==> src/logic/multiboot_pkg.sv <==
package multiboot_pkg;

   // -------------------------------------------------------------------------
   // ICAP word formats
   // -------------------------------------------------------------------------

   typedef struct packed
   {
      logic [2:0] pkt_type;                     // 001 for a type-1 packet
      logic [1:0] opcode;
      logic [5:0] reg_addr;
      logic [4:0] word_count;
   } icap_hdr_t;

   // Same 16 bits seen as payload or as packet header
   typedef union packed
   {
      logic [15:0] raw;
      icap_hdr_t   hdr;
   } icap_word_t;

   // One port cycle, strobes active low like the primitive
   typedef struct packed
   {
      icap_word_t word;
      logic       ce_n;
      logic       wr_n;
   } icap_cmd_t;

   // -------------------------------------------------------------------------
   // Packet fields and fixed words
   // -------------------------------------------------------------------------

   localparam logic [2:0] PKT_TYPE_1   = 3'b001;

   localparam logic [1:0] OP_NOOP      = 2'b00;
   localparam logic [1:0] OP_READ      = 2'b01;
   localparam logic [1:0] OP_WRITE     = 2'b10;

   localparam logic [5:0] REG_CMD      = 6'h05;
   localparam logic [5:0] REG_GENERAL1 = 6'h13;
   localparam logic [5:0] REG_GENERAL2 = 6'h14;
   localparam logic [5:0] REG_GENERAL5 = 6'h17;

   localparam logic [15:0] WORD_DUMMY   = 16'hFFFF;
   localparam logic [15:0] WORD_SYNC_HI = 16'hAA99;
   localparam logic [15:0] WORD_SYNC_LO = 16'h5566;
   localparam logic [15:0] WORD_NOOP    = 16'h2000; // Type-1 header with OP_NOOP
   localparam logic [15:0] CMD_REBOOT   = 16'h000E;
   localparam logic [15:0] CMD_DESYNC   = 16'h000D;

   // Port parked with both strobes high
   localparam icap_cmd_t CMD_INACTIVE = {WORD_DUMMY, 1'b1, 1'b1};

   // -------------------------------------------------------------------------
   // Board side types
   // -------------------------------------------------------------------------

   typedef logic [4:0] design_num_t;
   typedef logic [3:0] switch_t;

   typedef struct packed
   {
      switch_t pwr;                             // High nibble
      switch_t sw;                              // Low nibble
   } soft_dip_t;

   // ICAP shifts D0 first, so each byte is mirrored on the pins
   function automatic logic [15:0] reverse_byte_bits(input logic [15:0] value);
      logic [15:0] result;
      for (int i = 0; i < 8; i++)
      begin
         result[i]     = value[7 - i];
         result[8 + i] = value[15 - i];
      end
      return result;
   endfunction

endpackage
==> src/logic/icap_multiboot_top.sv <==
`timescale 1ns/1ps

module icap_multiboot_top
#(
   parameter int STARTUP_CYCLES = 15
)
(
   input  logic                        clk,
   input  logic                        arst_n,
   input  multiboot_pkg::design_num_t  design_num,
   input  logic                        reconfigure,
   input  logic                        powerup,
   input  multiboot_pkg::switch_t      sw_in,
   input  logic                        busy,
   input  logic [15:0]                 icap_dout,
   output multiboot_pkg::icap_cmd_t    icap_out,
   output multiboot_pkg::switch_t      sw_out,
   output multiboot_pkg::switch_t      pwr_out,
   output logic                        initialized
);

   logic                       ready;
   logic                       reconfigure_sync;
   logic                       dip_load;
   multiboot_pkg::icap_word_t  gen1_word;
   multiboot_pkg::icap_word_t  gen2_word;
   multiboot_pkg::icap_word_t  read_data;
   multiboot_pkg::icap_cmd_t   cmd;
   multiboot_pkg::soft_dip_t   soft_dip;

   // ------------------------------------------------------------------------
   // Input side
   // ------------------------------------------------------------------------

   request_sync #(
      .STARTUP_CYCLES   (STARTUP_CYCLES)
   ) request_sync_i (
      .clk              (clk),
      .arst_n           (arst_n),
      .reconfigure      (reconfigure),
      .ready            (ready),
      .reconfigure_sync (reconfigure_sync)
   );

   boot_address_table boot_address_table_i (
      .design_num (design_num),
      .gen1_word  (gen1_word),
      .gen2_word  (gen2_word)
   );

   // ------------------------------------------------------------------------
   // Command stream and port
   // ------------------------------------------------------------------------

   multiboot_sequencer multiboot_sequencer_i (
      .clk              (clk),
      .arst_n           (arst_n),
      .ready            (ready),
      .reconfigure_sync (reconfigure_sync),
      .busy             (busy),
      .design_num       (design_num),
      .powerup          (powerup),
      .sw_in            (sw_in),
      .soft_dip         (soft_dip),
      .gen1_word        (gen1_word),
      .gen2_word        (gen2_word),
      .cmd              (cmd),
      .dip_load         (dip_load),
      .initialized      (initialized)
   );

   icap_port icap_port_i (
      .clk       (clk),
      .arst_n    (arst_n),
      .cmd       (cmd),
      .icap_dout (icap_dout),
      .icap_out  (icap_out),
      .read_data (read_data)
   );

   switch_select switch_select_i (
      .clk       (clk),
      .arst_n    (arst_n),
      .dip_load  (dip_load),
      .powerup   (powerup),
      .read_data (read_data),
      .sw_in     (sw_in),
      .soft_dip  (soft_dip),
      .sw_out    (sw_out),
      .pwr_out   (pwr_out)
   );

endmodule

==> src/logic/switch_select.sv <==
`timescale 1ns/1ps

module switch_select
(
   input  logic                       clk,
   input  logic                       arst_n,
   input  logic                       dip_load,
   input  logic                       powerup,
   input  multiboot_pkg::icap_word_t  read_data,
   input  multiboot_pkg::switch_t     sw_in,
   output multiboot_pkg::soft_dip_t   soft_dip,
   output multiboot_pkg::switch_t     sw_out,
   output multiboot_pkg::switch_t     pwr_out
);

   always_ff @(posedge clk or negedge arst_n)
   begin
      if (!arst_n)
         soft_dip <= '0;
      else if (dip_load)
         soft_dip <= read_data.raw[7:0];        // Low byte of GENERAL_5
   end

   // Board switches win during power-up
   assign sw_out  = powerup ? sw_in : soft_dip.sw;
   assign pwr_out = powerup ? sw_in : soft_dip.pwr;

endmodule

==> src/logic/icap_port.sv <==
`timescale 1ns/1ps

module icap_port
(
   input  logic                       clk,
   input  logic                       arst_n,
   input  multiboot_pkg::icap_cmd_t   cmd,
   input  logic [15:0]                icap_dout,
   output multiboot_pkg::icap_cmd_t   icap_out,
   output multiboot_pkg::icap_word_t  read_data
);

   // ------------------------------------------------------------------------
   // Toward the ICAP
   // ------------------------------------------------------------------------

   always_ff @(posedge clk or negedge arst_n)
   begin
      if (!arst_n)
      begin
         icap_out <= multiboot_pkg::CMD_INACTIVE;  // Both strobes high
      end
      else
      begin
         icap_out.word.raw <= multiboot_pkg::reverse_byte_bits(cmd.word.raw);
         icap_out.ce_n     <= cmd.ce_n;
         icap_out.wr_n     <= cmd.wr_n;
      end
   end

   // ------------------------------------------------------------------------
   // From the ICAP
   // ------------------------------------------------------------------------

   // Undo the per-byte mirroring of the readback word
   assign read_data.raw = multiboot_pkg::reverse_byte_bits(icap_dout);

endmodule

==> src/logic/multiboot_sequencer.sv <==
`timescale 1ns/1ps

module multiboot_sequencer
(
   input  logic                        clk,
   input  logic                        arst_n,
   input  logic                        ready,
   input  logic                        reconfigure_sync,
   input  logic                        busy,
   input  multiboot_pkg::design_num_t  design_num,
   input  logic                        powerup,
   input  multiboot_pkg::switch_t      sw_in,
   input  multiboot_pkg::soft_dip_t    soft_dip,
   input  multiboot_pkg::icap_word_t   gen1_word,
   input  multiboot_pkg::icap_word_t   gen2_word,
   output multiboot_pkg::icap_cmd_t    cmd,
   output logic                        dip_load,
   output logic                        initialized
);

   typedef enum logic [5:0]
   {
      ST_INIT,
      RD_DUMMY, RD_SYNC_HI, RD_SYNC_LO, RD_NOOP_1, RD_NOOP_2, RD_HDR_GEN5,
      RD_NOOP_3, RD_NOOP_4, RD_NOOP_5, RD_NOOP_6,
      RD_ABORT_1, RD_ABORT_2, RD_ARM, RD_LATCH, RD_ABORT_3, RD_ABORT_4,
      RD_HDR_CMD, RD_DESYNC, RD_NOOP_7, RD_NOOP_8,
      ST_IDLE,
      RB_DUMMY_1, RB_DUMMY_2, RB_SYNC_HI, RB_SYNC_LO,
      RB_HDR_GEN1, RB_GEN1, RB_HDR_GEN2, RB_GEN2, RB_HDR_GEN5, RB_GEN5,
      RB_HDR_CMD, RB_REBOOT, RB_NOOP_1, RB_NOOP_2, RB_NOOP_3, RB_NOOP_4, RB_NULL
   } state_t;

   state_t                     state;
   state_t                     state_nxt;
   multiboot_pkg::icap_word_t  gen5_word;

   function automatic multiboot_pkg::icap_cmd_t write_word(input logic [15:0] value);
      multiboot_pkg::icap_cmd_t c;
      c.word.raw = value;
      c.ce_n     = 1'b0;
      c.wr_n     = 1'b0;
      return c;
   endfunction

   // Strobe-only cycle with dummy data on the bus
   function automatic multiboot_pkg::icap_cmd_t strobe(input logic ce_n, input logic wr_n);
      multiboot_pkg::icap_cmd_t c;
      c.word.raw = multiboot_pkg::WORD_DUMMY;
      c.ce_n     = ce_n;
      c.wr_n     = wr_n;
      return c;
   endfunction

   function automatic logic [15:0] type1_hdr(input logic [1:0] opcode,
                                             input logic [5:0] reg_addr);
      multiboot_pkg::icap_word_t w;
      w.hdr.pkt_type   = multiboot_pkg::PKT_TYPE_1;
      w.hdr.opcode     = opcode;
      w.hdr.reg_addr   = reg_addr;
      w.hdr.word_count = 5'd1;
      return w.raw;
   endfunction

   // Switch byte written back for the next image
   assign gen5_word.raw = {8'h00,
                           powerup ? sw_in : soft_dip.pwr,
                           powerup ? sw_in : design_num[3:0]};

   always_ff @(posedge clk or negedge arst_n)
   begin
      if (!arst_n)
         state <= ST_INIT;
      else
         state <= state_nxt;
   end

   // ------------------------------------------------------------------------
   // Next state
   // ------------------------------------------------------------------------

   always_comb
   begin
      state_nxt = state_t'(state + 1'b1);       // Most states just step on
      case (state)
         ST_INIT    : state_nxt = ready ? RD_DUMMY : ST_INIT;
         RD_LATCH   : state_nxt = busy ? RD_LATCH : RD_ABORT_3;
         RD_NOOP_8  : state_nxt = ST_IDLE;
         ST_IDLE    : state_nxt = reconfigure_sync ? RB_DUMMY_1 : ST_IDLE;
         RB_NULL    : state_nxt = ST_IDLE;
         default    : ;
      endcase
   end

   // ------------------------------------------------------------------------
   // Port cycle per state
   // ------------------------------------------------------------------------

   always_comb
   begin
      cmd = multiboot_pkg::CMD_INACTIVE;
      case (state)
         RD_DUMMY, RB_DUMMY_1, RB_DUMMY_2, RB_NULL:
            cmd = write_word(multiboot_pkg::WORD_DUMMY);
         RD_SYNC_HI, RB_SYNC_HI:
            cmd = write_word(multiboot_pkg::WORD_SYNC_HI);
         RD_SYNC_LO, RB_SYNC_LO:
            cmd = write_word(multiboot_pkg::WORD_SYNC_LO);
         RD_NOOP_1, RD_NOOP_2, RD_NOOP_3, RD_NOOP_4, RD_NOOP_5, RD_NOOP_6,
         RD_NOOP_7, RD_NOOP_8, RB_NOOP_1, RB_NOOP_2, RB_NOOP_3, RB_NOOP_4:
            cmd = write_word(multiboot_pkg::WORD_NOOP);
         RD_HDR_GEN5:                           // Read request for GENERAL_5
            cmd = write_word(type1_hdr(multiboot_pkg::OP_READ, multiboot_pkg::REG_GENERAL5));
         RD_ABORT_1, RD_ABORT_4:
            cmd = strobe(1'b1, 1'b0);
         RD_ABORT_2, RD_ABORT_3:
            cmd = strobe(1'b1, 1'b1);
         RD_ARM, RD_LATCH:                      // Read strobe held until busy drops
            cmd = strobe(1'b0, 1'b1);
         RD_HDR_CMD, RB_HDR_CMD:
            cmd = write_word(type1_hdr(multiboot_pkg::OP_WRITE, multiboot_pkg::REG_CMD));
         RD_DESYNC:
            cmd = write_word(multiboot_pkg::CMD_DESYNC);
         RB_HDR_GEN1:
            cmd = write_word(type1_hdr(multiboot_pkg::OP_WRITE, multiboot_pkg::REG_GENERAL1));
         RB_GEN1:
            cmd = write_word(gen1_word.raw);
         RB_HDR_GEN2:
            cmd = write_word(type1_hdr(multiboot_pkg::OP_WRITE, multiboot_pkg::REG_GENERAL2));
         RB_GEN2:
            cmd = write_word(gen2_word.raw);
         RB_HDR_GEN5:
            cmd = write_word(type1_hdr(multiboot_pkg::OP_WRITE, multiboot_pkg::REG_GENERAL5));
         RB_GEN5:
            cmd = write_word(gen5_word.raw);
         RB_REBOOT:
            cmd = write_word(multiboot_pkg::CMD_REBOOT);
         default:                               // INIT and IDLE keep the port parked
            cmd = multiboot_pkg::CMD_INACTIVE;
      endcase
   end

   assign dip_load    = (state == RD_LATCH) && !busy; // Read data valid now
   assign initialized = (state == ST_IDLE);

endmodule

==> src/logic/boot_address_table.sv <==
`timescale 1ns/1ps

module boot_address_table
(
   input  multiboot_pkg::design_num_t design_num,
   output multiboot_pkg::icap_word_t  gen1_word,
   output multiboot_pkg::icap_word_t  gen2_word
);

   // GENERAL_1 holds the low address half, GENERAL_2 the upper bits
   always_comb
   begin
      case (design_num)
         5'b10000:
         begin
            gen1_word.raw = 16'h0000;           // Base image
            gen2_word.raw = 16'h0300;
         end
         5'd0, 5'd1, 5'd2, 5'd3:
         begin
            gen1_word.raw = 16'h4000;
            gen2_word.raw = 16'h0305;
         end
         5'd4:
         begin
            gen1_word.raw = 16'h8000;
            gen2_word.raw = 16'h030A;
         end
         5'd5, 5'd6, 5'd7:
         begin
            gen1_word.raw = 16'hC000;
            gen2_word.raw = 16'h030F;
         end
         5'd8:
         begin
            gen1_word.raw = 16'h0000;
            gen2_word.raw = 16'h0315;
         end
         5'd9:
         begin
            gen1_word.raw = 16'h4000;
            gen2_word.raw = 16'h031A;
         end
         5'd10:
         begin
            gen1_word.raw = 16'h8000;
            gen2_word.raw = 16'h031F;
         end
         5'd11:
         begin
            gen1_word.raw = 16'hC000;
            gen2_word.raw = 16'h0324;
         end
         5'd12:
         begin
            gen1_word.raw = 16'h0000;
            gen2_word.raw = 16'h032A;
         end
         5'd13:
         begin
            gen1_word.raw = 16'h4000;
            gen2_word.raw = 16'h032F;
         end
         5'd15:
         begin
            gen1_word.raw = 16'hC000;
            gen2_word.raw = 16'h0339;
         end
         default:
         begin
            gen1_word.raw = 16'h8000;           // Design 14 and fallback image
            gen2_word.raw = 16'h0334;
         end
      endcase
   end

endmodule

==> src/logic/request_sync.sv <==
`timescale 1ns/1ps

module request_sync
#(
   parameter int STARTUP_CYCLES = 15
)
(
   input  logic clk,
   input  logic arst_n,
   input  logic reconfigure,
   output logic ready,
   output logic reconfigure_sync
);

   localparam int CNT_W = $clog2(STARTUP_CYCLES + 1);

   logic [CNT_W-1:0] delay_cnt;
   logic [1:0]       reconfigure_q;

   assign ready = (delay_cnt == CNT_W'(STARTUP_CYCLES)); // Saturated count

   always_ff @(posedge clk or negedge arst_n)
   begin
      if (!arst_n)
      begin
         delay_cnt     <= '0;
         reconfigure_q <= 2'b00;
      end
      else
      begin
         if (!ready)
            delay_cnt <= delay_cnt + 1'b1;
         reconfigure_q <= {reconfigure_q[0], reconfigure}; // Two-flop synchronizer
      end
   end

   assign reconfigure_sync = reconfigure_q[1];

endmodule

==> config.mk <==
export PLATFORM = sky130hd
export DESIGN_NAME = icap_multiboot_top
export DESIGN_NICKNAME = d
export VERILOG_FILES = /design/src/logic/multiboot_pkg.sv /design/src/logic/icap_multiboot_top.sv /design/src/logic/switch_select.sv /design/src/logic/icap_port.sv /design/src/logic/multiboot_sequencer.sv /design/src/logic/boot_address_table.sv /design/src/logic/request_sync.sv
export SDC_FILE = /design/constraint.sdc
export NUM_CORES = 1
export LEC_CHECK = 0
export ABC_AREA = 1
export BUFFER_PORTS_ARGS = -buffer_cell sky130_fd_sc_hd__buf_2
export CORE_MARGIN = 2
export CORE_UTILIZATION = 30
export CTS_BUF_LIST = sky130_fd_sc_hd__clkbuf_8
export DETAILED_ROUTE_END_ITERATION = 16
export PLACE_DENSITY_LB_ADDON = 0.05
export RECOVER_POWER = 50
export SYNTH_ARGS = -nofsm -noshare
export SYNTH_HDL_FRONTEND = slang
export SYNTH_SLANG_ARGS = --single-unit
==> constraint.sdc <==
create_clock -name clk -period 2.4 [get_ports clk]
set_input_delay 0 -clock clk [delete_from_list [all_inputs] [get_ports clk]]
set_output_delay 0 -clock clk [all_outputs]
set_load 0.02 [all_outputs]
==> results.yml <==
outcome:
  status: "finished clean"
yosys:
  synth_area_sq_mm: 0.00252
  avgSynthCellArea_sq_um: 7.13
  ys_seq_area_share_pct: 38.6
  synthArstFlopShare_pct: 100
  netlist_instances: 354
  yosys.area.top_type_share_pct: 19.8
  post-synth-top-area-cell: "dfrtp_1"
  synth_flop_cell: "dfrtp_1"
  synth_edf_count: 0
  syn_nets: 393
  ys_warn_count: 0
  synth.most_common_cell: "nand2_1"
  ys_types: 28
  yosys-top-cells-count: "nand2_1 (79), nor2_1 (53), inv_1 (36), o21ai_0 (36), nand3_1 (35)"
  synthTopCellsByArea: "dfrtp_1 (20%), dfstp_2 (19%), nand2_1 (12%), nor2_1 (7.9%), o21ai_0 (7.1%)"
  yosys_register_bits: 38
critical_path:
  rrSetupSlack_ps: 350
  path_class: "reg -> reg"
  cp_data_arrival_time_ps: 2280
  critPathMostFrequentCell: "nand2_1"
  slowest_delay_ps: 400
  cp_max_fo: 17
  start_kind: "flip-flop"
  worstPathCellList: "inv_1 -> ha_1 -> nand3_1 -> nand2_1 -> nand2_1 -> inv_1 -> nor2_4 -> nand2_2 -> nor2_4 -> nand3_4 -> nand2_1"
  required_ps: 2620
  regToRegStartpoint: "multiboot_sequencer_i.state[0]"
  critPathSlowestCell: "dfrtp_1"
  worst_setup_path_end_kind: "flip-flop"
  reg2regPathDepth: 11
  r2r-end: "icap_port_i.icap_out[8]"
  path_delay_family: "simple AND/OR/NAND/NOR gates"
  worst-path-buf-inv: 2
floorplanning:
  io_pins: 57
  start_util_pct: 30.9
  die_h_microns: 95.7
  die_width_microns: 95.7
  die_area_sq_mm: 0.00916
  core_sq_mm: 0.00818
  core.rowCount: 33
place:
  gp_congestion: 0.843
  portBuffers: 48
  dp.cells: 499
  dp_hpwl_microns: 4890
sta:
  setup_viol: 0
  rsz0062_at_grt: "no"
  fin_setup_tns_ps: 0
  tightest_slew_ps: 923
  final_period_minus_worst_setup_slack_ps: 2050
  maxSlewHeadroom_pct: 38.5
  hold_viol: 0
  clock-skew-final_ps: 8.16
  clock.fmax_mhz: 487
  finalCritPeriodShare_pct: 85.5
  drv_slew: 0
routing:
  wl_microns: 6460
  num_vias: 2355
  drtAntennaViolNets: 0
  drt-initial-drc-count: 137
  firstDrtPassIters: 4
  routedWlPerCell_microns: 12.5
  via_per_inst: 4.56
  drc: 0
global_routing:
  grt_start_max_net_pins: 39
  grt_pass1_vias: 2337
  antenna_found_initial: 0
  grt_pass1_wl_microns: 11200
  grt.total_usage_pct: 15.6
  overflow: 0
power:
  vdd_ir_drop_max_mv: 0.394
  leakagePower_nw: 1.56
  p_per_area_mw_per_mm2: 1400
cts:
  cts_tree: "done"
  cts_root_buffer: "clkbuf_8"
  clk_latency_ps: 290
  hold_buffers: 10
  cts_buffers: 5
  clkTransAtPathRegs_ps: 80
  post_cts_buffers: 0
  clock_path_buffers: 2
  cts_sinks: 38
  htreeDepth: 2
  cts_resized: 0
finish:
  layout-drive-gt1-share_pct: 20.4
  final_net_count: 450
  n_fill_cell: 924
  fin_cells: 517
  antenna_cells: 0
  syn2layout_area_growth_pct: 21.7
  post-route-util_pct: 37.6
hold_path:
  hold_path_class: "in -> reg"
  worstHoldStart: "busy"
  holdPathStages: 4
  min_to: "multiboot_sequencer_i.state[0]"
flow_run:
  cap_violations: 0
[stage by stage]
stage	area, sq um	worst slack [ps]	total power [mW]	hold slack (ps)
floorplan	2520	634	3.14	-296
finish	3070	348	4.29	107
global placement	2860	375	3.66	112
CTS	3100	342	4.40	105
detailed placement	2860	371	3.67	116
global route	3070	79.4	4.77	129
[logic make-up (layout without fill, tap and decap cells)]
family | after synthesis | in the layout | share of synthesized area (%)
adders and majority gates | 9 | 9 | 4.46
xor gates and xnor gates | 5 | 5 | 1.74
buffers and inverters | 52 | 110 | 8.68
and+or+nand+nor | 201 | 201 | 36.0
DFF | 38 | 38 | 38.6
AOI/OAI and AO/OA | 48 | 48 | 10.1
muxes | 1 | 1 | 0.446
[cells in the final DEF, fill, tap and decap left out, types with 6 or more instances in the layout]
cell           count
nand2_1           79
o21ai_0           36
inv_1             36
ha_1               9
nand2_2           11
nor2_2             6
nor2_1            53
clkbuf_1          22
dlygate4sd3_1     10
dfrtp_1           20
clkbuf_8           6
nor3_1             7
dfstp_2           18
buf_2             25
a21oi_1            6
nand3_1           35
[state kept, by name (all words and copies together) (netlist names)]
| signal | count |
|---|---|
| request_sync_i.reconfigure_q | 2 |
| multiboot_sequencer_i.state | 6 |
| switch_select_i.soft_dip | 8 |
| request_sync_i.delay_cnt | 4 |
| icap_port_i.icap_out | 18 |
[worst register-to-register path: stages, from the launching register on]
cell and delay [ps]:
dfrtp_1 400, inv_1 90, ha_1 350, nand3_1 160
nand2_1 90, nand2_1 120, inv_1 80, nor2_4 130
nand2_2 80, nor2_4 110, nand3_4 230, nand2_1 160
[report_power, final]
part	total [mW]	switching, mW	internal, mW
Combinational	2.39	1.66	0.734
Clock	0.691	0.248	0.444
Sequential	1.21	0.143	1.06
[worst max path at each step]
stage	end	cells past startpoint	startpoint
global route	icap_port_i.icap_out[8]	11	multiboot_sequencer_i.state[0]
CTS	icap_port_i.icap_out[8]	11	multiboot_sequencer_i.state[0]
detailed placement	icap_port_i.icap_out[8]	11	multiboot_sequencer_i.state[0]
global placement	icap_port_i.icap_out[0]	11	multiboot_sequencer_i.state[0]
floorplan	multiboot_sequencer_i.state[3]	10	multiboot_sequencer_i.state[1]
finish	icap_port_i.icap_out[8]	11	multiboot_sequencer_i.state[0]
[routing by layer]
metal	global-route usage (%)	vias up	share of wire (%)
li1	-	1244	-
met1	22.3	1044	53
met2	24.9	62	41
met3	2.51	5	5.0
met4	3.21	0	0.90
met5	0	-	0
[layout make-up]
| cell class | count | area (sq um) | area share (%) |
|---|---|---|---|
| well taps | 105 | 131 | 4.28 |
| clock buffers | 6 | 82.6 | 2.69 |
| repair buffers | 62 | 343 | 11.2 |
| flip-flops and latches | 38 | 973 | 31.7 |
| inverters | 40 | 150 | 4.89 |
| clock inverters | 2 | 60.1 | 1.96 |
| multi-input cells | 264 | 1330 | 43.3 |
No activity file was read; power rests on OpenSTA's default activity.
